File: src/verilog/ahb_pkg.sv
package ahb_pkg;

    // bus widths
    localparam int ADDR_W    = 16;
    localparam int DATA_W    = 32;
    // upper address bits that pick a bank
    localparam int BANK_BITS = 2;

    // htrans codes, only idle and nonseq are issued
    localparam logic [1:0] HTRANS_IDLE   = 2'b00;
    localparam logic [1:0] HTRANS_NONSEQ = 2'b10;

    localparam logic [2:0] HBURST_SINGLE = 3'b000;
    localparam logic [2:0] HSIZE_WORD    = 3'b010;

    localparam logic       HRESP_OKAY    = 1'b0;
    localparam logic       HRESP_ERROR   = 1'b1;

    // bit0 set marks a data access
    localparam logic [3:0] HPROT_DATA    = 4'b0001;

    typedef struct packed {
        logic [ADDR_W-1:0] adr;
        logic [DATA_W-1:0] dat;
        logic              we;
        logic              cyc;
        logic              stb;
    } wb_req_t;

    typedef struct packed {
        logic [DATA_W-1:0] dat;
        logic              ack;
        logic              err;
    } wb_rsp_t;

    typedef struct packed {
        logic              hsel;
        logic [1:0]        htrans;
        logic [ADDR_W-1:0] haddr;
        logic              hwrite;
        logic [2:0]        hsize;
        logic [2:0]        hburst;
        logic [3:0]        hprot;
        logic [DATA_W-1:0] hwdata;
    } ahb_req_t;

    typedef struct packed {
        logic              hready;
        logic              hresp;
        logic [DATA_W-1:0] hrdata;
    } ahb_rsp_t;

endpackage

File: src/verilog/ahb_bank_bridge.sv
module ahb_bank_bridge (
    input  logic              clk,
    input  logic              rst_n,
    input  ahb_pkg::wb_req_t  wb_i,
    output ahb_pkg::wb_rsp_t  wb_o,
    output ahb_pkg::ahb_req_t ahb_o,
    input  ahb_pkg::ahb_rsp_t ahb_i
);

    // one single transfer per wishbone cycle
    typedef enum logic [1:0] {
        ST_IDLE,
        ST_ADDR,
        ST_DATA,
        ST_RESP
    } state_e;

    state_e                      state_q;
    state_e                      state_d;

    logic                        hsel_q;
    logic [1:0]                  htrans_q;
    logic [ahb_pkg::ADDR_W-1:0]  haddr_q;
    logic                        hwrite_q;
    logic [ahb_pkg::DATA_W-1:0]  hwdata_q;
    logic [ahb_pkg::DATA_W-1:0]  rdata_q;
    logic                        err_q;
    logic                        req_start;
    logic                        data_done;

    assign req_start = wb_i.cyc & wb_i.stb;
    assign data_done = (state_q == ST_DATA) & ahb_i.hready;

    always_ff @(posedge clk or negedge rst_n) begin
        if (!rst_n) begin
            state_q <= ST_IDLE;
        end else begin
            state_q <= state_d;
        end
    end

    always_comb begin
        state_d = state_q;
        case (state_q)
            ST_IDLE: begin
                if (req_start) begin
                    state_d = ST_ADDR;
                end
            end
            ST_ADDR: begin
                state_d = ST_DATA;
            end
            ST_DATA: begin
                // slave stretches the data phase with hready low
                if (ahb_i.hready) begin
                    state_d = ST_RESP;
                end
            end
            ST_RESP: begin
                state_d = ST_IDLE;
            end
            default: begin
                state_d = ST_IDLE;
            end
        endcase
    end

    // address phase control and write data
    always_ff @(posedge clk or negedge rst_n) begin
        if (!rst_n) begin
            hsel_q   <= 1'b0;
            htrans_q <= ahb_pkg::HTRANS_IDLE;
            haddr_q  <= '0;
            hwrite_q <= 1'b0;
            hwdata_q <= '0;
        end else begin
            case (state_q)
                ST_IDLE: begin
                    if (req_start) begin
                        hsel_q   <= 1'b1;
                        htrans_q <= ahb_pkg::HTRANS_NONSEQ;
                        haddr_q  <= wb_i.adr;
                        hwrite_q <= wb_i.we;
                    end
                end
                ST_ADDR: begin
                    hsel_q   <= 1'b0;
                    htrans_q <= ahb_pkg::HTRANS_IDLE;
                    hwdata_q <= hwrite_q ? wb_i.dat : '0;
                end
                ST_DATA: begin
                    if (ahb_i.hready) begin
                        hwdata_q <= '0;
                    end
                end
                ST_RESP: begin
                    hwrite_q <= 1'b0;
                end
                default: begin
                    hsel_q <= 1'b0;
                end
            endcase
        end
    end

    // response status from the last data cycle
    always_ff @(posedge clk or negedge rst_n) begin
        if (!rst_n) begin
            err_q <= 1'b0;
        end else if (data_done) begin
            err_q <= (ahb_i.hresp == ahb_pkg::HRESP_ERROR);
        end
    end

    always_ff @(posedge clk) begin
        if (data_done) begin
            rdata_q <= ahb_i.hrdata;
        end
    end

    always_comb begin
        ahb_o.hsel   = hsel_q;
        ahb_o.htrans = htrans_q;
        ahb_o.haddr  = haddr_q;
        ahb_o.hwrite = hwrite_q;
        ahb_o.hsize  = ahb_pkg::HSIZE_WORD;
        ahb_o.hburst = ahb_pkg::HBURST_SINGLE;
        ahb_o.hprot  = ahb_pkg::HPROT_DATA;
        ahb_o.hwdata = hwdata_q;

        wb_o.dat = rdata_q;
        wb_o.ack = (state_q == ST_RESP) & ~err_q;
        wb_o.err = (state_q == ST_RESP) & err_q;
    end

endmodule

File: config.mk
export PLATFORM = sky130hd
export DESIGN_NAME = ahb_bank_bridge
export DESIGN_NICKNAME = d
export VERILOG_FILES = /design/src/verilog/ahb_pkg.sv /design/src/verilog/ahb_bank_bridge.sv
export SDC_FILE = /design/constraint.sdc
export NUM_CORES = 1
export LEC_CHECK = 0
export BUFFER_PORTS_ARGS = -buffer_cell sky130_fd_sc_hd__buf_4
export CAP_MARGIN = 10
export CORE_MARGIN = 5
export CORE_UTILIZATION = 44
export CTS_CLUSTER_SIZE = 24
export DETAILED_ROUTE_END_ITERATION = 7
export PLACE_DENSITY = 0.77
export SKIP_CTS_REPAIR_TIMING = 1
export SYNTH_ARGS = -nofsm -noshare
export SYNTH_HDL_FRONTEND = slang
export SYNTH_SLANG_ARGS = --single-unit
File: constraint.sdc
create_clock -name clk -period 2.61 [get_ports clk]
set_input_delay 0.261 -clock clk [delete_from_list [all_inputs] [get_ports clk]]
set_output_delay 0.261 -clock clk [all_outputs]
set_load 0.02 [all_outputs]
==> results.txt <==
Peak supply drop -> 576 uV
Hold path cells -> 1
Hold path start -> ahb_i[30]
Die Ht -> 97.0 um
Fin. Hold Viols -> 0
Slowest cell delay on critical path -> 470 ps
WL final -> 8080 um
Final period util -> 71.1%
Drt first pass iters -> 4
CP required -> 2800 ps
Slew Viols, Final -> 0
Port Buf Inserts -> 171
Die width -> 97.0 um
Hold endpoint -> rdata_q[30]
Area share of the largest cell type after synthesis -> 39.8%
Cells after synthesis -> 254
Status -> completed
Max cap viols -> 0
Worst R2R Path Depth -> 5
Fillers -> 575
Crit Path Category -> flop to flop
Setup crit end kind -> flop
Worst-Margin Slew -> 655 ps
IO Count -> 183
Clock buffer depth -> 2
Final HPWL DP -> 6230 um
Number of synthesized flops with an enable pin -> 32
Cells after DPL -> 511
Worst slew margin -> 56.3%
Share of cells above drive strength 1 -> 49.2%
Vias in the first global route -> 2466
Pleak -> 2.26 nW
Startpoint types -> flop
Vias -> 2455
Critical path peak fanout -> 64
Number of remaining DRC errors -> 0
Overflow after GRT -> 0
Max Freq -> 0.539 GHz
Worst r2r dst -> hwdata_q[7]
First-pass GRT wire length -> 12600 um
Total Die Area -> 0.00941 mm^2
Post-synth cell types -> 22
Synth cell count leaders -> 66 x nand2_1, 53 x dfrtp_1, 32 x edfxtp_1
WL per Instance -> 15.3 um
FF-to-FF Start -> state_q[0]
Synth Area per Inst -> 13.1 um^2
Mapped Area -> 0.00333 mm^2
Initial antenna violation count -> 0
Area growth syn-to-layout -> 44.1%
TNS Setup -> 0 ps
Overall Global Routing Usage -> 16.7%
CTS clk-pin slew, worst paths -> 90 ps
CTS tree -> done
Critical-path cell list -> inv_1 -> ha_1 -> mux2i_4 -> buf_4 -> o21ai_0
Antenna Cells -> 0
Clock Sink Count -> 85
Final Non-Filler Cells -> 528
Synth Flop Type -> dfrtp_1
Tmin final -> 1860 ps
Synth warn -> 0
CTS H-tree lvls -> 3
Initial DRC Count -> 90
Clock skew -> 9.19 ps
Placeable core region -> 0.00729 mm^2
Pwr dens -> 1020 mW/mm^2
Final Wtd Congestion -> 0.816
Starting density of the core -> 45.7%
Final ANT Viol Nets -> 0
Reg2Reg Setup Slack -> 750 ps
FP Rows -> 31
Hold/Removal Path Class -> input port to flop
Cell with the most instances after synthesis -> nand2_1
Async SR Flop Fraction -> 62.4%
Yosys top cell by area -> dfrtp_1
Largest cells by area after synthesis -> dfrtp_1 40%, edfxtp_1 29%, nand2_1 7.4%
Nets -> 517
CP max-delay cell -> buf_4
Register bit total from synthesis -> 85
Vias per std cell -> 4.65
Largest net degree at the start of global routing -> 65
Root buffer cell -> clkbuf_8
TritonCTS Buffers -> 9
Sequential element share of the synthesized area -> 68.7%
Worst skew pair latency -> 340 ps
Total Power -> 0.00491 W
Finish-stage setup viols -> 0
RSZ-0062 raised after global routing -> false
Crit path DAT -> 2050 ps
-- power breakdown --
part / leakage (nW) / total (W) / switching, W / internal [W]
clock: 0.0976 / 0.000910 / 0.000464 / 0.000446
sequential: 0.991 / 0.00200 / 0.000204 / 0.00179
combinational: 1.17 / 0.00200 / 0.00116 / 0.000843
total: 2.26 / 0.00491 / 0.00183 / 0.00308
-- registers in the layout, summed over array words and instances (netlist names) --
register  flops
htrans_q      1
haddr_q      16
hwrite_q      1
rdata_q      32
hwdata_q     32
err_q         1
state_q       2
-- critical path: cells and delay by family, from the launching register on --
kind,cells,cell delay [ps]
buffers and inverters,2,600
muxes,1,240
DFF,1,420
adders and majority gates,1,250
AOI/OAI and AO/OA,1,190
-- layout make-up --
cell class              count  area (um^2)  area share, %
flip-flops and latches     85         2290           47.7
repair buffers            176         1320           27.6
multi-input cells         148          852           17.8
clock buffers               9          124           2.58
well taps                  99          124           2.58
clock inverters             7         72.6           1.51
inverters                   4         15.0          0.313
-- metrics by stage --
step | hold WS (ps) | worst slack (ps) | area (um^2) | utilization [%]
finish | 90.8 | 754 | 4800 | 65.8
global route | 54.9 | 572 | 4800 | 65.8
CTS | -36.2 | 725 | 4790 | 65.7
detailed placement | 341 | 730 | 4590 | 63.0
global placement | 341 | 832 | 4590 | 63.0
floorplan | -34.6 | 580 | 3360 | -
-- metal layers --
layer / routed length, um / vias up / GRT usage [%]
met1: 3080 / 1183 / 19.4
met2: 4360 / 101 / 29.1
met3: 512 / 8 / 4.53
li1: - / 1163 / -
met5: 0 / - / 0
met4: 116 / 0 / 6.91
-- how the worst max path moves through the flow --
stage	from	endpoint	slack, ps	cells past startpoint
finish	state_q[0]	hwdata_q[7]	750	5
global route	state_q[0]	hwdata_q[7]	570	5
CTS	state_q[0]	hwdata_q[11]	720	5
detailed placement	state_q[0]	hwdata_q[11]	730	5
global placement	state_q[0]	hwdata_q[6]	830	5
floorplan	state_q[0]	err_q	580	4
-- placed cells by master (no fill, tap or decap) --
master and n:
nand3_4 1, nand2_1 66, o21ai_0 24, bufinv_16 1, nor3b_1 1, buf_4 175
clkbuf_8 9, mux2i_4 1, clkinvlp_4 1, inv_1 4, mux2_2 18, conb_1 11
and2_1 2, ha_1 6, a2bb2oi_1 1, nor2_1 1, dfrtp_1 53, a21oi_1 2
clkinv_2 1, clkinv_1 1, dlygate4sd3_1 1, o21ai_1 8, inv_6 2, clkinv_4 1
nor2b_2 1, edfxtp_1 32, a31oi_1 2, nor2b_1 2, o41ai_1 1
-- cells by family (layout without fill, tap and decap cells) --
| kind of cell | after synthesis | in the layout | synth area share (%) |
|---|---|---|---|
| other | 2 | 11 | 0.226 |
| AOI/OAI and AO/OA | 38 | 38 | 6.01 |
| adders and majority gates | 6 | 6 | 2.25 |
| buffers and inverters | 30 | 196 | 6.80 |
| and+or+nand+nor | 74 | 74 | 9.24 |
| DFF | 85 | 85 | 68.7 |
| muxes | 19 | 19 | 6.76 |
Note: power is estimated with default switching activity, not from simulation.
