`src/verilog/ahb_pkg.sv`:
```
package ahb_pkg;

    // bus widths
    localparam int ADDR_W    = 16;
    localparam int DATA_W    = 32;
    // upper address bits that pick a bank
    localparam int BANK_BITS = 2;

    // htrans codes, only idle and nonseq are issued
    localparam logic [1:0] HTRANS_IDLE   = 2'b00;
    localparam logic [1:0] HTRANS_NONSEQ = 2'b10;

    localparam logic [2:0] HBURST_SINGLE = 3'b000;
    localparam logic [2:0] HSIZE_WORD    = 3'b010;

    localparam logic       HRESP_OKAY    = 1'b0;
    localparam logic       HRESP_ERROR   = 1'b1;

    // bit0 set marks a data access
    localparam logic [3:0] HPROT_DATA    = 4'b0001;

    typedef struct packed {
        logic [ADDR_W-1:0] adr;
        logic [DATA_W-1:0] dat;
        logic              we;
        logic              cyc;
        logic              stb;
    } wb_req_t;

    typedef struct packed {
        logic [DATA_W-1:0] dat;
        logic              ack;
        logic              err;
    } wb_rsp_t;

    typedef struct packed {
        logic              hsel;
        logic [1:0]        htrans;
        logic [ADDR_W-1:0] haddr;
        logic              hwrite;
        logic [2:0]        hsize;
        logic [2:0]        hburst;
        logic [3:0]        hprot;
        logic [DATA_W-1:0] hwdata;
    } ahb_req_t;

    typedef struct packed {
        logic              hready;
        logic              hresp;
        logic [DATA_W-1:0] hrdata;
    } ahb_rsp_t;

endpackage

```
`src/verilog/wb_resp_collect.sv`:
```
module wb_resp_collect #(
    parameter int NUM_BANKS = 4
) (
    input  ahb_pkg::wb_rsp_t              bank_rsp_i [NUM_BANKS],
    input  logic [ahb_pkg::BANK_BITS-1:0] bank_sel_i,
    output ahb_pkg::wb_rsp_t              wb_o
);

    ahb_pkg::wb_rsp_t sel_rsp;
    logic             stray;
    logic             resp_hit;

    always_comb begin
        sel_rsp = bank_rsp_i[bank_sel_i];
        stray   = 1'b0;
        // any response from a bank that is not selected
        for (int b = 0; b < NUM_BANKS; b++) begin
            if (ahb_pkg::BANK_BITS'(b) != bank_sel_i) begin
                stray = stray | bank_rsp_i[b].ack | bank_rsp_i[b].err;
            end
        end
    end

    assign resp_hit = sel_rsp.ack | sel_rsp.err;

    always_comb begin
        // quiet port while the selected bridge is not responding
        wb_o.dat = resp_hit ? sel_rsp.dat : '0;
        // a stray response turns the active ack into err
        wb_o.ack = sel_rsp.ack & ~stray;
        wb_o.err = sel_rsp.err | (sel_rsp.ack & stray);
    end

endmodule

```
`config.mk`:
```
export PLATFORM = sky130hd
export DESIGN_NAME = wb_resp_collect
export DESIGN_NICKNAME = d
export VERILOG_FILES = /design/src/verilog/ahb_pkg.sv /design/src/verilog/wb_resp_collect.sv
export SDC_FILE = /design/constraint.sdc
export NUM_CORES = 1
export LEC_CHECK = 0
export BUFFER_PORTS_ARGS = -buffer_cell sky130_fd_sc_hd__buf_2
export CAP_MARGIN = 10
export CELL_PAD_IN_SITES_DETAIL_PLACEMENT = 1
export CELL_PAD_IN_SITES_GLOBAL_PLACEMENT = 2
export CORE_MARGIN = 4
export CORE_UTILIZATION = 12
export DETAILED_ROUTE_END_ITERATION = 6
export PLACE_DENSITY = 0.78
export SYNTH_ARGS = -nofsm -noshare
export SYNTH_HDL_FRONTEND = slang
export SYNTH_SLANG_ARGS = --single-unit
```
`constraint.sdc`:
```
create_clock -name vclk -period 2.5
set_clock_uncertainty 0.2 [all_clocks]
set_input_delay 0.625 -clock vclk [all_inputs]
set_output_delay 0.625 -clock vclk [all_outputs]
set_load 0.02 [all_outputs]
```
==> results.py, run 1 <==
metrics = {
    "floorplan": {
        "dieWidth_um": 105,
        "core_area_mm2": 0.00889,
        "ioPinCount": 172,
        "die_h_um": 105,
        "rows": 34,
        "start_util_pct": 12.6,
        "dieArea_mm2": 0.0109,
    },
    "critical_path": {
        "crit_type": "in -> out",
        "cpMostUsedCell": "buf_12",
        "cp.required_ns": 1.67,
        "slowest_delay_ns": 0.53,
        "path_cells": "buf_12 > mux4_2 > nor2_4 > buf_12 > nor2b_1 > buf_2",
        "cp-endpoint": "wb_o[20]",
        "cp.arrival_ns": 1.82,
        "end_kind": "primary output",
        "start_kind": "input port",
        "cp_slowest_cell": "mux4_2",
        "cp-startpoint": "bank_sel_i[0]",
        "cp_max_fo": 18,
    },
    "logic_synthesis": {
        "syn_area_mm2": 0.00112,
        "synthTopCellsByArea": "mux4_2 68%, nor2b_1 18%, buf_4 4.0%",
        "synth_common_cells": "34 x mux4_2, 32 x nor2b_1, 6 x buf_4",
        "synth_top_cell_by_area": "mux4_2",
        "netlist-cell-type-count": 13,
        "ys_warn_count": 0,
        "syn_nets": 227,
        "synth_top_area_share_pct": 68.5,
        "avgSynthCellArea_um2": 12.6,
        "yosysSeqAreaShare_pct": 0,
        "synth.most_common_cell": "mux4_2",
        "syn-instance-count": 89,
    },
    "sta": {
        "max_freq_mhz": 378,
        "rsz0062_at_grt": "true",
        "worst_pin_slew_ns": 0.273,
        "finalSetupViolations": 34,
        "period_minus_slack_ns": 2.65,
        "relSlewSlack_pct": 81.7,
        "layout_setup_ws_ns": -0.147,
        "fin_crit_sh_pct": 106,
        "hold_violations": 0,
        "maxSlewViolCount": 0,
    },
    "cells_and_area": {
        "fillers": 1063,
        "clkbuf_count": 0,
        "final_area_mm2": 0.00243,
        "drive_gt1_share_pct": 87.4,
        "seqCellArea_um2": 0,
        "seq_cell_count": 0,
        "nets": 409,
        "n_antenna_cell": 0,
        "areaGrowthSynthToFinish_pct": 117,
    },
    "routing": {
        "detail-route-antenna-nets": 0,
        "dr.pass1.iters": 3,
        "wirelength_um": 6410,
        "wire_per_inst_um": 17.0,
        "drc": 0,
        "vias": 1551,
        "drt-vias-per-instance": 4.11,
        "drtIter0Drc": 35,
    },
    "global_routing": {
        "grt_pass1_wl_um": 9870,
        "overflow": 0,
        "track_usage_pct": 11.0,
        "grt_pass1_vias": 1872,
        "grt_antenna_before_repair": 0,
        "grt_max_degree": 19,
    },
    "place": {
        "port_buffers": 172,
        "routabilityCongestion": 0.729,
        "hpwl_um": 5390,
        "dpl-instance-area_mm2": 0.00221,
        "place_ws_ns": -0.287,
    },
    "power": {
        "vdd_drop_max_uv": 85.5,
        "power_density_mw_per_mm2": 229,
        "total_power_mw": 0.555,
        "p_leak_nw": 1.17,
    },
    "worst_hold_path": {
        "hp-class": "in -> out",
    },
    "status": {
        "failed_checks": "setup timing",
        "status": "finished, violations left",
    },
    "flow_run": {
        "drv_cap": 0,
    },
}
## how the worst min path moves through the flow
stage,from,end,depth (start not counted)
2_1_floorplan,bank_rsp_i[0],wb_o[1],3
3_3_place_gp,bank_rsp_i[44],wb_o[10],4
3_5_place_dp,bank_rsp_i[4],wb_o[4],4
4_1_cts,bank_rsp_i[4],wb_o[4],4
5_1_grt,bank_rsp_i[4],wb_o[4],4
6_report,bank_rsp_i[57],wb_o[23],4
## where the power goes
group | internal (mW) | total, mW | switching, mW
logic | 0.308 | 0.555 | 0.248
clock network | 0 | 0 | 0
registers | 0 | 0 | 0
total | 0.308 | 0.555 | 0.248
## final cells by class
type | instances | area (µm²) | area share [%]
Timing Repair Buffer | 191 | 1160 | 47.9
Multi-Input combinational cell | 78 | 1130 | 46.6
Tap cell | 108 | 135 | 5.56
## what timing repair did
| action | 4_1_cts | 5_1_grt |
|---|---|---|
| cloned | 2 | 0 |
| resized for setup | 28 | 6 |
| pin swaps | 6 | 0 |
| endpoints found under the setup margin | 34 | 34 |
| setup buffers | 3 | 0 |
| hold buffers | 0 | 0 |
## critical path: cells and delay by family
kind,cells,cell delay (ns)
mux,1,0.53
simple gates,2,0.24
buf+inv,3,0.41
## cells by family (layout without fill, tap and decap cells)
family | count (synthesis) | after routing | share of synthesized area (%)
AO/OA/AOI/OAI | 1 | 1 | 0.447
buffers and inverters | 11 | 191 | 5.93
multiplexers | 34 | 34 | 68.5
AND/OR/NAND/NOR | 43 | 43 | 25.2
## per-stage QoR
stage	util (%)	hold WS, ns	instances	TNS, ns
CTS	27.1	1.60	377	-4.93
global route	27.3	1.62	377	-5.93
global placement	24.8	1.60	372	-8.43
floorplan	-	1.39	89	-0.637
finish	27.3	1.60	377	-4.52
detailed placement	24.8	1.60	372	-9.10
## layer usage
layer,global-route usage (%),wire [µm],vias to the layer above
li1,-,-,736
met1,11.7,2310,739
met2,23.7,3690,74
met3,1.54,382,2
met4,0.380,21,0
met5,0,0,-
## cells in the final DEF, fill, tap and decap left out, types with 2 or more instances in the layout
master / synthesis / final
buf_2: 2 / 156
mux4_2: 34 / 34
nor2b_1: 32 / 32
buf_4: 6 / 26
buf_12: 0 / 6
nor4_2: 0 / 2
nor3_2: 0 / 2
buf_16: 0 / 2
No activity file was read; power rests on OpenSTA's default activity.
==> inputs of run 2 (changes only) <==
--- a/config.mk
+++ b/config.mk
@@ -9,7 +9,7 @@
 export CAP_MARGIN = 10
 export CELL_PAD_IN_SITES_DETAIL_PLACEMENT = 1
 export CELL_PAD_IN_SITES_GLOBAL_PLACEMENT = 2
-export CORE_MARGIN = 4
+export CORE_MARGIN = 2
 export CORE_UTILIZATION = 12
 export DETAILED_ROUTE_END_ITERATION = 6
 export PLACE_DENSITY = 0.78
==> results.py, run 2 (synthesis results as in run 1) <==
metrics = {
    "status": {
        "status": "finished, violations left",
        "failed_checks": "setup timing",
    },
    "critical_path": {
        "cp_max_fo": 8,
        "cp_slowest_cell": "mux4_2",
        "cpMostUsedCell": "buf_12",
        "end_kind": "primary output",
        "path_cells": "buf_12 > mux4_2 > nor2_4 > buf_12 > clkbuf_16 > nor2b_1 > buf_4",
        "cp.arrival_ns": 1.89,
        "cp.required_ns": 1.67,
        "slowest_delay_ns": 0.53,
        "crit_type": "in -> out",
        "start_kind": "input port",
    },
    "cells_and_area": {
        "instances_no_fill": 387,
        "multiInputGateArea_mm2": 0.00120,
        "clkbuf_count": 0,
        "layout_commonest_cell": "buf_2",
        "seq_cell_count": 0,
        "drive_gt1_share_pct": 90.6,
        "seqCellArea_um2": 0,
        "layout_common_cells": "143 x buf_2, 34 x mux4_2, 28 x buf_4",
        "nets": 416,
        "areaGrowthSynthToFinish_pct": 140,
        "fillers": 1082,
        "n_antenna_cell": 0,
    },
    "floorplan": {
        "core_area_mm2": 0.00915,
        "dieWidth_um": 101,
        "rows": 35,
        "dieArea_mm2": 0.0101,
        "die_h_um": 101,
        "ioPinCount": 172,
        "start_util_pct": 12.2,
    },
    "routing": {
        "detail-route-antenna-nets": 0,
        "vias": 1638,
        "drtIter0Drc": 11,
        "wire_per_inst_um": 16.3,
        "drc": 0,
        "drt-vias-per-instance": 4.23,
        "dr.pass1.iters": 3,
        "wirelength_um": 6290,
    },
    "sta": {
        "max_freq_mhz": 368,
        "period_minus_slack_ns": 2.71,
        "fin_crit_sh_pct": 109,
        "worst_pin_slew_ns": 0.300,
        "hold_violations": 0,
        "setup_tns_ns": -5.84,
        "maxSlewViolCount": 0,
        "rsz0062_at_grt": "true",
        "layout_setup_ws_ns": -0.214,
        "finalSetupViolations": 34,
        "relSlewSlack_pct": 79.8,
    },
    "global_routing": {
        "track_usage_pct": 10.9,
        "grt_pass1_vias": 1753,
        "grt_max_degree": 18,
        "overflow": 0,
        "grt_antenna_before_repair": 0,
        "grt_pass1_wl_um": 8760,
    },
    "flow_run": {
        "drv_cap": 0,
    },
    "worst_hold_path": {
        "hp-class": "in -> out",
        "min_to": "wb_o[22]",
        "holdCritStartpoint": "bank_rsp_i[22]",
        "min_path_cells": 4,
    },
    "power": {
        "vdd_drop_max_uv": 109,
        "power_density_mw_per_mm2": 241,
        "p_leak_nw": 1.30,
    },
    "place": {
        "hpwl_um": 5080,
        "dp_cells": 376,
        "port_buffers": 172,
        "routabilityCongestion": 0.807,
    },
}
==> run 2: metrics by stage <==
stage	power (mW)	hold WS [ns]	instance area [µm²]	utilization [%]	setup WS (ns)
after global placement	0.503	1.60	2210	24.1	-0.258
after detailed placement	0.515	1.60	2210	24.1	-0.291
after global routing	0.695	1.61	2690	29.3	-0.255
after CTS	0.602	1.59	2490	27.2	-0.223
final	0.648	1.59	2690	29.3	-0.214
after floorplan	0.284	1.39	1130	-	-0.0212
==> run 2: repair_timing <==
item / CTS / global route
hold buffers: 0 / 0
buffers inserted: 5 / 2
resized for setup: 38 / 39
endpoints found under the setup margin: 34 / 34
endpoints found under the hold margin: 0 / 0
pin swaps: 5 / 5
cloned: 3 / 2
==> run 2: report_power, final <==
part | switching [mW] | internal, mW | total (mW)
Combinational | 0.275 | 0.373 | 0.648
Clock | 0 | 0 | 0
Sequential | 0 | 0 | 0
Total | 0.275 | 0.373 | 0.648
==> run 2: worst max-delay path: cells and delay by family <==
kind / cells / cell delay (ns)
buffers and inverters: 4 / 0.51
AND/OR/NAND/NOR: 2 / 0.22
multiplexers: 1 / 0.53
==> run 2: layer usage <==
metal | part of all wire (%) | wire (µm) | GRT usage, % | vias up
met5 | 0 | 0 | 0 | -
met4 | 0 | 0 | 0 | 0
met3 | 8.4 | 530 | 1.66 | 0
met2 | 56 | 3550 | 22.2 | 102
met1 | 35 | 2220 | 12.5 | 785
li1 | - | - | - | 751
==> run 2: how the worst max path moves through the flow <==
stage,startpoint,endpoint,slack [ns],depth (start not counted)
finish,bank_sel_i[0],wb_o[25],-0.21,7
detailed placement,bank_sel_i[0],wb_o[14],-0.29,6
global placement,bank_sel_i[0],wb_o[4],-0.26,5
floorplan,bank_sel_i[0],wb_o[10],-0.02,5
CTS,bank_sel_i[0],wb_o[14],-0.22,7
global route,bank_rsp_i[34],wb_o[5],-0.25,7
==> run 2: final cells by class <==
type | count | area share (%)
multi-input cells | 78 | 44.5
repair buffers | 198 | 50.3
well taps | 111 | 5.17
==> inputs of run 3 (changes only) <==
--- a/config.mk
+++ b/config.mk
@@ -9,9 +9,11 @@
 export CAP_MARGIN = 10
 export CELL_PAD_IN_SITES_DETAIL_PLACEMENT = 1
 export CELL_PAD_IN_SITES_GLOBAL_PLACEMENT = 2
+export CORE_ASPECT_RATIO = 1.2
 export CORE_MARGIN = 2
 export CORE_UTILIZATION = 12
 export DETAILED_ROUTE_END_ITERATION = 6
+export GPL_TIMING_DRIVEN = 0
 export PLACE_DENSITY = 0.78
 export SYNTH_ARGS = -nofsm -noshare
 export SYNTH_HDL_FRONTEND = slang
==> results.py, run 3 (synthesis results as in run 1) <==
metrics = {
    "floorplan": {
        "rows": 38,
        "dieArea_mm2": 0.0101,
        "dieWidth_um": 92.1,
        "ioPinCount": 172,
        "die_h_um": 110,
        "start_util_pct": 12.4,
        "core_area_mm2": 0.00903,
    },
    "global_routing": {
        "grt_pass1_wl_um": 8980,
        "overflow": 0,
        "grt_max_degree": 11,
        "grt_pass1_vias": 1756,
        "track_usage_pct": 11.2,
        "grt_antenna_before_repair": 0,
    },
    "cells_and_area": {
        "seq_cell_count": 0,
        "multiInputGateArea_mm2": 0.00113,
        "clkbuf_count": 0,
        "layout_commonest_cell": "buf_2",
        "seqCellArea_um2": 0,
        "drive_gt1_share_pct": 88.6,
        "fillers": 1091,
        "fin_util_pct": 27.0,
        "instances_no_fill": 392,
        "areaGrowthSynthToFinish_pct": 118,
        "layout_common_cells": "148 x buf_2, 34 x mux4_2, 27 x nor2b_1",
        "n_antenna_cell": 0,
        "nets": 412,
    },
    "worst_hold_path": {
        "hp-class": "in -> out",
    },
    "power": {
        "total_power_mw": 0.580,
        "power_density_mw_per_mm2": 238,
        "vdd_drop_max_uv": 40.3,
        "p_leak_nw": 1.18,
    },
    "place": {
        "port_buffers": 172,
        "place_ws_ns": -0.464,
        "routabilityCongestion": 0.765,
        "hpwl_um": 5480,
        "dp_cells": 381,
    },
    "sta": {
        "hold_violations": 0,
        "fin_crit_sh_pct": 111,
        "relSlewSlack_pct": 79.3,
        "layout_setup_ws_ns": -0.277,
        "worst_pin_slew_ns": 0.307,
        "max_freq_mhz": 360,
        "period_minus_slack_ns": 2.78,
        "rsz0062_at_grt": "true",
        "finalSetupViolations": 34,
        "maxSlewViolCount": 0,
    },
    "routing": {
        "vias": 1619,
        "detail-route-antenna-nets": 0,
        "dr.pass1.iters": 4,
        "wire_per_inst_um": 16.0,
        "drc": 0,
        "wirelength_um": 6290,
        "drt-vias-per-instance": 4.13,
        "drtIter0Drc": 30,
    },
    "critical_path": {
        "slowest_delay_ns": 0.53,
        "cp_slowest_cell": "mux4_2",
        "path_cells": "buf_8 > buf_6 > mux4_2 > nor2_4 > buf_6 > buf_6 > nor2b_1 > buf_4",
        "cpLargestDelayFamily": "buffers and inverters",
        "end_kind": "primary output",
        "cp.required_ns": 1.67,
        "cp_num_buf_inv": 5,
        "cp.arrival_ns": 1.95,
        "start_kind": "input port",
        "cpMostUsedCell": "buf_6",
        "cp_max_fo": 5,
        "crit_type": "in -> out",
    },
    "flow_run": {
        "drv_cap": 0,
    },
    "status": {
        "failed_checks": "setup timing",
        "status": "finished, violations left",
    },
}
-- run 3: area by class of cell --
type | count | share of cell area (%)
Buffer | 11 | 4.11
Timing Repair Buffer | 183 | 43.3
Multi-Input combinational cell | 78 | 46.4
Tap cell | 120 | 6.16
-- run 3: tightest hold or removal path, stage by stage --
cell and delay [ns]:
buf_2 0.07, mux4_2 0.21, nor2b_1 0.12, buf_4 0.15
-- run 3: per-stage QoR --
stage          setup TNS, ns  area [µm²]  hold WS [ns]
2_1_floorplan         -0.637        1130          1.39
4_1_cts                -9.16        2340          1.59
3_5_place_dp          -13.61        2140          1.61
5_1_grt               -10.28        2440          1.61
6_report               -8.50        2440          1.59
3_3_place_gp          -13.30        2140          1.59
-- run 3: repair_timing --
item	CTS	global route
gates cloned	3	0
buffers inserted	7	3
setup endpoints to repair	34	34
pin swaps	6	5
hold buffers	0	0
hold endpoints to repair	0	0
gates resized for setup	40	26
-- run 3: path summary, 6_finish.rpt --
kind | startpoint | endpoint | slack, ns | cells past startpoint
max | bank_sel_i[0] | wb_o[2] | -0.28 | 8
min | bank_rsp_i[29] | wb_o[29] | 1.59 | 4
-- run 3: power by group --
part           switching (mW)  internal [mW]
clock network               0              0
registers                   0              0
logic                   0.258          0.323
-- run 3: per-layer routing --
metal	track usage (%)	routed length, µm	vias up
li1	-	-	743
met1	11.8	2250	785
met2	23.9	3540	91
met3	2.12	496	0
met4	0	0	0
met5	0	0	-
