$ cat config.mk
export PLATFORM = sky130hd
export DESIGN_NAME = wb_bank_dispatch
export DESIGN_NICKNAME = d
export VERILOG_FILES = /design/src/verilog/ahb_pkg.sv /design/src/verilog/wb_bank_dispatch.sv
export SDC_FILE = /design/constraint.sdc
export NUM_CORES = 1
export LEC_CHECK = 0
export CAP_MARGIN = 20
export CORE_AREA = 2 2 100 102
export DETAILED_ROUTE_END_ITERATION = 6
export DIE_AREA = 0 0 102 104
export DONT_BUFFER_PORTS = 1
export GPL_TIMING_DRIVEN = 0
export HOLD_SLACK_MARGIN = 0.12
export PLACE_DENSITY = 0.34
export SYNTH_ARGS = -nofsm -noshare
export SYNTH_HDL_FRONTEND = slang
export SYNTH_SLANG_ARGS = --single-unit
$ cat constraint.sdc
create_clock -name clk -period 4 [get_ports clk]
set_clock_uncertainty 0.05 [all_clocks]
set_input_delay 0.8 -clock clk [delete_from_list [all_inputs] [get_ports clk]]
set_output_delay 0.8 -clock clk [all_outputs]
set_load 0.02 [all_outputs]
$ cat src/verilog/ahb_pkg.sv
package ahb_pkg;

    // bus widths
    localparam int ADDR_W    = 16;
    localparam int DATA_W    = 32;
    // upper address bits that pick a bank
    localparam int BANK_BITS = 2;

    // htrans codes, only idle and nonseq are issued
    localparam logic [1:0] HTRANS_IDLE   = 2'b00;
    localparam logic [1:0] HTRANS_NONSEQ = 2'b10;

    localparam logic [2:0] HBURST_SINGLE = 3'b000;
    localparam logic [2:0] HSIZE_WORD    = 3'b010;

    localparam logic       HRESP_OKAY    = 1'b0;
    localparam logic       HRESP_ERROR   = 1'b1;

    // bit0 set marks a data access
    localparam logic [3:0] HPROT_DATA    = 4'b0001;

    typedef struct packed {
        logic [ADDR_W-1:0] adr;
        logic [DATA_W-1:0] dat;
        logic              we;
        logic              cyc;
        logic              stb;
    } wb_req_t;

    typedef struct packed {
        logic [DATA_W-1:0] dat;
        logic              ack;
        logic              err;
    } wb_rsp_t;

    typedef struct packed {
        logic              hsel;
        logic [1:0]        htrans;
        logic [ADDR_W-1:0] haddr;
        logic              hwrite;
        logic [2:0]        hsize;
        logic [2:0]        hburst;
        logic [3:0]        hprot;
        logic [DATA_W-1:0] hwdata;
    } ahb_req_t;

    typedef struct packed {
        logic              hready;
        logic              hresp;
        logic [DATA_W-1:0] hrdata;
    } ahb_rsp_t;

endpackage

$ cat src/verilog/wb_bank_dispatch.sv
module wb_bank_dispatch #(
    parameter int NUM_BANKS = 4
) (
    input  logic                           clk,
    input  logic                           rst_n,
    input  ahb_pkg::wb_req_t               wb_i,
    input  logic                           done_i,
    output ahb_pkg::wb_req_t               bank_req_o [NUM_BANKS],
    output logic [ahb_pkg::BANK_BITS-1:0]  bank_sel_o
);

    // offset bits left once the bank field is stripped
    localparam int OFF_W = ahb_pkg::ADDR_W - ahb_pkg::BANK_BITS;

    logic                          busy_q;
    logic [ahb_pkg::BANK_BITS-1:0] bank_q;
    logic [ahb_pkg::BANK_BITS-1:0] adr_bank;
    logic                          start;

    assign adr_bank = wb_i.adr[ahb_pkg::ADDR_W-1 -: ahb_pkg::BANK_BITS];

    // first stb cycle of a new wishbone cycle
    assign start = wb_i.cyc & wb_i.stb & ~busy_q;

    always_ff @(posedge clk or negedge rst_n) begin
        if (!rst_n) begin
            busy_q <= 1'b0;
            bank_q <= '0;
        end else if (done_i) begin
            busy_q <= 1'b0;
        end else if (start) begin
            busy_q <= 1'b1;
            bank_q <= adr_bank;
        end
    end

    // decode straight from adr on the first cycle so no cycle is added
    assign bank_sel_o = busy_q ? bank_q : adr_bank;

    always_comb begin
        for (int b = 0; b < NUM_BANKS; b++) begin
            bank_req_o[b]     = wb_i;
            bank_req_o[b].adr = {{ahb_pkg::BANK_BITS{1'b0}}, wb_i.adr[OFF_W-1:0]};
            // strobe reaches the addressed bank only
            if (bank_sel_o != ahb_pkg::BANK_BITS'(b)) begin
                bank_req_o[b].cyc = 1'b0;
                bank_req_o[b].stb = 1'b0;
            end
        end
    end

endmodule

==> metrics.txt, run 1 <==
H-tree levels 1; Mapped Area 1750 um2; number of synthesized flops with an enable pin 0; Peak VDD IR 0.000105 V; kind of critical path input port to output port; status finished clean; GRT Residual Overflow 0; register area share after synthesis 4.29%; worst rel slew slack 55.6%; area share of and/or/nand/nor cells after synthesis 4.37%; CTS root buf clkbuf_8; P_leak 1.10 nW; hold_buf cts 0; clock slew at reported path FFs 30 ps; die area 10600 um2; vias 1144; most frequent cells after synthesis buf_4, a21boi_1, mux2_2; CTS tree yes; Crit path buffers/inverters 0; Crit path max-delay family compound AO/OA/AOI/OAI gates; max incr delay on CP 420 ps; worst-skew pair later-pin latency 210 ps; DR vias/cell 3.11; total CTS buffers 3; Worst-Margin Slew 660 ps; Mapped Cells 224; mux contribution to synthesized area 2.58%; remaining antenna violation count 0; post-synth top area share 84.2%; DP HPWL 3.57 mm; antenna violations before repair 0; FP Rows 36; core area 9550 um2; fin crit period 2450 ps; WP data arrival 1600 ps; max cap viols 0; area grow syn2layout 13.6%; starting DRC count in detailed routing 32; ys async rst share 100%; share of cells above drive strength 1 87.2%; Final Wtd Congestion 0.652; count leader, synth buf_4; Synth Area in XOR/XNOR 0%; vias in the first global route 918; # DRC 0; first-pass GRT wire length 4.88 mm; ys flop type dfrtp_1; Design Power 0.000460 W; die height 104 um; I/O Buffers 0; CP max-delay cell a21boi_1; yosys synthesis warning count 0; worst hold path class input port to async pin; Slew Limit Fails 0; compound-gate portion of the synthesized area 3.72%; crit-path cells or3b_1 -> a21boi_1; routed len/inst 10.6 um; CP required 3150 ps; Setup TNS 0 ps; Routed Wire Length 3.89 mm; drt first pass iters 4; top cells by area, synth buf_4, dfrtp_1, a21boi_1; adder-cell share of the synthesized area 0%; Worst Setup Start Kind input port; Die X 102 um; largest net degree at the start of global routing 11; power per cell area 231 nW/um2; crit end category output port; I/O pins 260; CTS max path bufs 2; worst-path fanout max 6; Total GRT Usage 5.73%; #FFs+latches synth 3; library cells used by synthesis 14; Final period util 61.3%; main combinational cell family by area after synthesis buffers and inverters; Setup Viol. Count Final 0; clk sinks 3; Final Hold Viols 0; PostCTS Resize Cnt 0; ant diodes 0; Post-Syn Area per Cell 7.80 um2; RSZ-0062 raised after global routing false; largest area contributor in the netlist buf_4; Post-CTS Setup Repair Bufs 0; FMAX 408 MHz; starting density of the core 18.3%; fin nets 290
==> flip-flops by register name (all words and copies together) (netlist names) <==
| name | flops |
|---|---|
| busy_q | 1 |
| bank_q | 2 |
==> cells by family after synthesis <==
| kind of cell | after synthesis |
|---|---|
| compound gates | 9 |
| buf+inv | 197 |
| flops | 3 |
| mux | 4 |
| other cells | 1 |
| simple gates | 10 |
==> layout by cell type, fill, tap and decap left out, drive strengths merged <==
cell type    n
or3          1
mux2         4
conb         8
nor2         1
and4bb       1
a21boi       8
or3b         3
buf        197
nand3b       3
nand3        1
dfrtp        3
a21oi        1
clkbuf       4
==> worst paths after layout <==
check,slack [ps],depth (start not counted),endpoint,startpoint
max,1550,2,bank_req_o[52],wb_i[49]
max reg2reg,2790,2,bank_q[1],busy_q
min reg2reg,580,1,bank_q[0],bank_q[0]
min,230,0,busy_q,rst_n
min in group clk,580,1,bank_q[0],bank_q[0]
max in group asynchronous,3600,0,bank_q[0],rst_n
==> where the power goes <==
group | switching (W) | total, W | internal (W)
combinational | 0.000187 | 0.000329 | 0.000142
sequential | 0.00000786 | 0.0000436 | 0.0000357
clock | 0.0000192 | 0.0000871 | 0.0000679
==> final cells by class <==
cell class	count	area [um2]
Buffer	197	1480
Clock buffer	4	45.0
Fill cell	1069	7560
Multi-Input combinational cell	31	216
Sequential cell	3	75.1
Tap cell	133	166
==> per-stage QoR <==
stage	instances	hold slack [ps]	setup WS, ps	util [%]	area (um2)
global route	368	220	1490	20.8	1990
detailed placement	364	455	1550	20.3	1940
CTS	368	228	1550	20.8	1990
floorplan	231	454	1590	-	1770
global placement	364	455	1540	20.3	1940
finish	368	233	1550	20.8	1990
==> worst register-to-register path, delay by kind of cell, from the launching register on <==
family | cells | cell delay (ps)
flops | 1 | 390
mux | 1 | 330
simple gates | 1 | 320
==> per-layer routing <==
| layer | vias up | track usage, % | share of wire (%) |
|---|---|---|---|
| met5 | - | 0 | 0 |
| met4 | 0 | 1.43 | 0 |
| met3 | 0 | 1.28 | 14 |
| met2 | 122 | 12.3 | 59 |
| met1 | 510 | 5.07 | 27 |
| li1 | 512 | - | - |
No activity file was read; power rests on OpenSTA's default activity.
==> run 2, diff against run 1 <==
==> constraint.sdc (replaced) <==
create_clock -name clk -period 2.4 [get_ports clk]
set_clock_uncertainty 0.05 [all_clocks]
set_input_delay 0.48 -clock clk [delete_from_list [all_inputs] [get_ports clk]]
set_output_delay 0.48 -clock clk [all_outputs]
set_load 0.02 [all_outputs]
==> metrics.txt, run 2 (synthesized netlist as in run 1, its figures left out) <==
status finished clean; clk sinks 3 (unchanged); GRT Residual Overflow 0 (unchanged); Setup TNS 0 ps (unchanged); fin nets 291 (+0.34%); core area 9550 um2 (unchanged); Area after DPL 1940 um2 (unchanged); CTS max path bufs 2 (unchanged); Final Wtd Congestion 0.652 (unchanged); I/O pins 260 (unchanged); I/O Buffers 0 (unchanged); first-pass GRT wire length 4.89 mm (+0.14%); Peak VDD IR 0.000182 V (+72%); vias in the first global route 920 (+0.22%); Design Area, Final 2000 um2 (+0.50%); starting density of the core 18.3% (unchanged); antenna violations before repair 0 (unchanged); largest net degree at the start of global routing 11 (unchanged); worst rel slew slack 55.6% (about the same); share of cells above drive strength 1 86.9% (-0.37 points); Biggest register bank_q; worst-skew pair later-pin latency 210 ps (about the same); worst-path fanout max 10 (+4); Setup Viol. Count Final 0 (unchanged); # DRC 0 (unchanged); ant diodes 0 (unchanged); Final Hold Viols 0 (unchanged); routed len/inst 10.6 um (about the same); worst hold path class input port to flip-flop; Largest register FFs 2 (unchanged); Worst Setup Start Kind flip-flop; die area 10600 um2 (unchanged); vias 1154 (+0.87%); power per cell area 385 nW/um2 (+66%); Worst-Margin Slew 660 ps (+0.415 ps); H-tree levels 1 (unchanged); FMAX 479 MHz; Routed Wire Length 3.90 mm (+0.23%); die height 104 um (unchanged); DP HPWL 3.57 mm (unchanged); total CTS buffers 3 (unchanged); Slew Limit Fails 0 (unchanged); crit end category output port; area grow syn2layout 14.2%; max incr delay on CP 420 ps (about the same); Crit path buffers/inverters 1 (+1); CP max-delay cell a21boi_1; CTS tree yes; most frequent cells in the layout buf_4, conb_1, a21boi_1; crit-path cells buf_6 -> or3b_1 -> a21boi_1; FP Rows 36 (unchanged); drt first pass iters 4 (unchanged); Crit path max-delay family compound AO/OA/AOI/OAI gates; max cap viols 0 (unchanged); WP data arrival 1560 ps (-40 ps); fin crit period 2090 ps; remaining antenna violation count 0 (unchanged); largest registers bank_q: 2 flops, busy_q: 1 flops; CP required 1870 ps (-1280 ps); starting DRC count in detailed routing 29 (-9.4%); DR vias/cell 3.13 (+0.60%); Die X 102 um (unchanged); clock slew at reported path FFs 30 ps (about the same); most common cell after layout, fill and taps aside buf_4; RSZ-0062 raised after global routing false; Final period util 86.9%; P_leak 1.10 nW (+0.38%); Total GRT Usage 5.73% (unchanged); kind of critical path flip-flop to output port; CTS root buf clkbuf_8
run 2: changes by cell type in the layout (fill, tap and decap cells not counted), sizes merged:
cell         delta
dlygate4sd3     +1
run 2: area by class of cell:
class / count / area (um2)
Sequential cell: 3 / 75.1
Clock buffer: 4 / 45.0
Multi-Input combinational cell: 31 / 216
Timing Repair Buffer: 1 / 10.0
Tap cell: 133 / 166
Buffer: 197 / 1480
Fill cell: 1068 / 7550
run 2: worst paths after layout:
kind,from,to,slack (ps),cells past startpoint
max,busy_q,bank_req_o[103],310,3
min,done_i,busy_q,280,1
max reg2reg,busy_q,bank_q[1],1190,2
min reg2reg,bank_q[0],bank_q[0],580,1
max in group asynchronous,rst_n,bank_q[0],1680,1
min in group asynchronous,rst_n,busy_q,470,1
run 2: what timing repair did:
item | 4_1_cts | 5_1_grt
hold endpoints to repair | 3 | 0
setup buffers | 0 | 0
hold buffers | 1 | 0
resized for setup | 0 | 0
run 2: stage by stage:
step                      util, %  cells  setup WS [ps]  hold WS, ps  total power (W)
after floorplan                 -    231            613          134         0.000596
after global placement       20.3    364            536          135         0.000633
after detailed placement     20.3    364            545          135         0.000624
after CTS                    20.9    369            308          274         0.000776
after global routing         20.9    369            230          278         0.000805
final                        20.9    369            313          279         0.000768
run 2: routing by layer:
metal / GRT usage (%) / vias to the layer above / routed length, um
li1: - / 514 / -
met3: 1.08 / 0 / 522
met1: 5.15 / 520 / 1100
met2: 12.3 / 120 / 2280
met5: 0 / - / 0
met4: 1.43 / 0 / 0
run 2: where the power goes:
group | internal (W) | total [W] | switching, W
logic | 0.000237 | 0.000551 | 0.000313
clock network | 0.000113 | 0.000145 | 0.0000319
registers | 0.0000595 | 0.0000728 | 0.0000133
total | 0.000410 | 0.000768 | 0.000358
==> run 3, diff against run 2 <==
--- a/config.mk
+++ b/config.mk
@@ -12,7 +12,8 @@
 export DONT_BUFFER_PORTS = 1
 export GPL_TIMING_DRIVEN = 0
 export HOLD_SLACK_MARGIN = 0.12
-export PLACE_DENSITY = 0.34
+export PLACE_DENSITY = 0.3
+export SKIP_LAST_GASP = 1
 export SYNTH_ARGS = -nofsm -noshare
 export SYNTH_HDL_FRONTEND = slang
 export SYNTH_SLANG_ARGS = --single-unit
==> constraint.sdc (replaced) <==
create_clock -name clk -period 2.1 [get_ports clk]
set_clock_uncertainty 0.05 [all_clocks]
set_input_delay 0.42 -clock clk [delete_from_list [all_inputs] [get_ports clk]]
set_output_delay 0.42 -clock clk [all_outputs]
set_load 0.02 [all_outputs]
==> metrics.txt, run 3 (synthesized netlist as in run 1, its figures left out) <==
status finished clean; Worst Setup Start Kind flip-flop; ant diodes 0 (unchanged); hold path endpoint busy_q; sequential power share 9.4% (about the same); routed len/inst 10.5 um (-0.98%); die height 104 um (unchanged); max cap viols 0 (unchanged); vias in the first global route 922 (+0.22%); CTS max path bufs 2 (unchanged); Design Area, Final 2000 um2 (unchanged); FF-to-FF path depth 2 (unchanged); crit end category output port; most frequent cells in the layout buf_4, conb_1, a21boi_1; R2R Path End bank_q[1]; worst r2r src busy_q; starting density of the core 18.3% (unchanged); Final Hold Viols 0 (unchanged); share of cells above drive strength 1 86.9% (unchanged); total CTS buffers 3 (unchanged); worst-skew pair later-pin latency 210 ps (about the same); FMAX 490 MHz; most common cell after layout, fill and taps aside buf_4; final core occ 20.9% (unchanged); Clock power frac 18.9% (about the same); power per cell area 440 nW/um2 (+14%); Post-CTS Setup Repair Bufs 0 (unchanged); FP Rows 36 (unchanged); Largest register FFs 2 (unchanged); fin nets 291 (unchanged); largest net degree at the start of global routing 11 (unchanged); P_leak 1.10 nW (unchanged); Comb pwr share 71.8% (+0.2 points); RSZ-0062 raised after global routing true; Setup Viol. Count Final 0 (unchanged); first-pass GRT wire length 4.74 mm (-3.0%); remaining antenna violation count 0 (unchanged); worst hold path class input port to flip-flop; CTS tree yes; WP data arrival 1570 ps (about the same); Total GRT Usage 5.56% (-0.18 points); vias 1141 (-1.1%); I/O Buffers 0 (unchanged); WHS Path Cells 1 (unchanged); Slew Limit Fails 0 (unchanged); sw frac 46.6% (-0.062 points); Final period util 97.3%; drt first pass iters 3 (-1); CP required 1630 ps (-240 ps); die area 10600 um2 (unchanged); area grow syn2layout 14.2% (unchanged); starting DRC count in detailed routing 14 (-52%); kind of critical path flip-flop to output port; Pint 0.000469 W (+14%); clock slew at reported path FFs 30 ps (about the same); # DRC 0 (unchanged); fin crit period 2040 ps; worst rel slew slack 54.0% (-1.5 points); Biggest register bank_q; DP HPWL 3.60 mm (+0.76%); largest registers bank_q: 2 flops, busy_q: 1 flops; Hold WS 218 ps (-61.3 ps); core area 9550 um2 (unchanged); Worst-Margin Slew 683 ps (+23.0 ps); Setup TNS 0 ps (unchanged); I/O pins 260 (unchanged); GRT Residual Overflow 0 (unchanged); DR vias/cell 3.09 (-1.1%); worst-path fanout max 10 (unchanged); antenna violations before repair 0 (unchanged); Die X 102 um (unchanged); r2r setup slk 870 ps (-320 ps); Area after DPL 1940 um2 (unchanged); H-tree levels 1 (unchanged); Final Wtd Congestion 0.653 (+0.11%); clk sinks 3 (unchanged); Peak VDD IR 0.000194 V (+6.9%); Routed Wire Length 3.86 mm (-0.98%); CTS root buf clkbuf_8; P_sw 0.000409 W (+14%); Hold Startpoint done_i
==> run 3: cell counts in the layout (fill, tap and decap cells not counted) <==
Identical to the previous run, type by type.
==> run 3: power by group through the flow <==
stage	clock network (W)	registers (W)	logic [W]
floorplan	0	0.0000774	0.000604
global placement	0	0.0000844	0.000642
detailed placement	0	0.0000835	0.000631
global route	0.000179	0.0000859	0.000656
finish	0.000165	0.0000822	0.000630
CTS	0.000171	0.0000828	0.000634
==> run 3: what timing repair did <==
item	CTS	global route
endpoints found under the setup margin	0	2
resized for setup	0	0
hold buffers	1	0
hold endpoints to repair	3	0
==> run 3: area by class of cell <==
class                   count  area (um2)
fillers                  1067        7550
plain buffers             197        1480
multi-input cells          31         216
well taps                 133         166
flip-flops and latches      3        75.1
clock buffers               4        45.0
repair buffers              1        10.0
==> run 3: how the worst max path moves through the flow <==
stage | cells after the start | slack, ps | startpoint | end
CTS | 3 | 40 | busy_q | bank_req_o[102]
global placement | 3 | 240 | busy_q | bank_req_o[102]
global route | 3 | -20 | busy_q | bank_req_o[102]
floorplan | 3 | 370 | busy_q | bank_req_o[102]
detailed placement | 3 | 280 | busy_q | bank_req_o[102]
finish | 3 | 60 | busy_q | bank_req_o[103]
==> run 3: critical path: stages (launching register included) <==
cell and delay, ps:
dfrtp_1 400, buf_6 150, or3b_1 390, a21boi_1 420
==> run 3: layer usage <==
metal	GRT usage, %	wire, um	up-vias
li1	-	-	513
met4	1.14	0	0
met1	3.37	870	508
met5	0	0	-
met3	2.22	674	0
met2	13.1	2310	120
==> run 3: stage by stage <==
| stage | setup slack, ps | total power, W | std cells |
|---|---|---|---|
| finish | 57.2 | 0.000877 | 369 |
| global route | -22.4 | 0.000921 | 369 |
| detailed placement | 280 | 0.000715 | 364 |
| global placement | 245 | 0.000726 | 364 |
| floorplan | 373 | 0.000681 | 231 |
| CTS | 40.9 | 0.000888 | 369 |
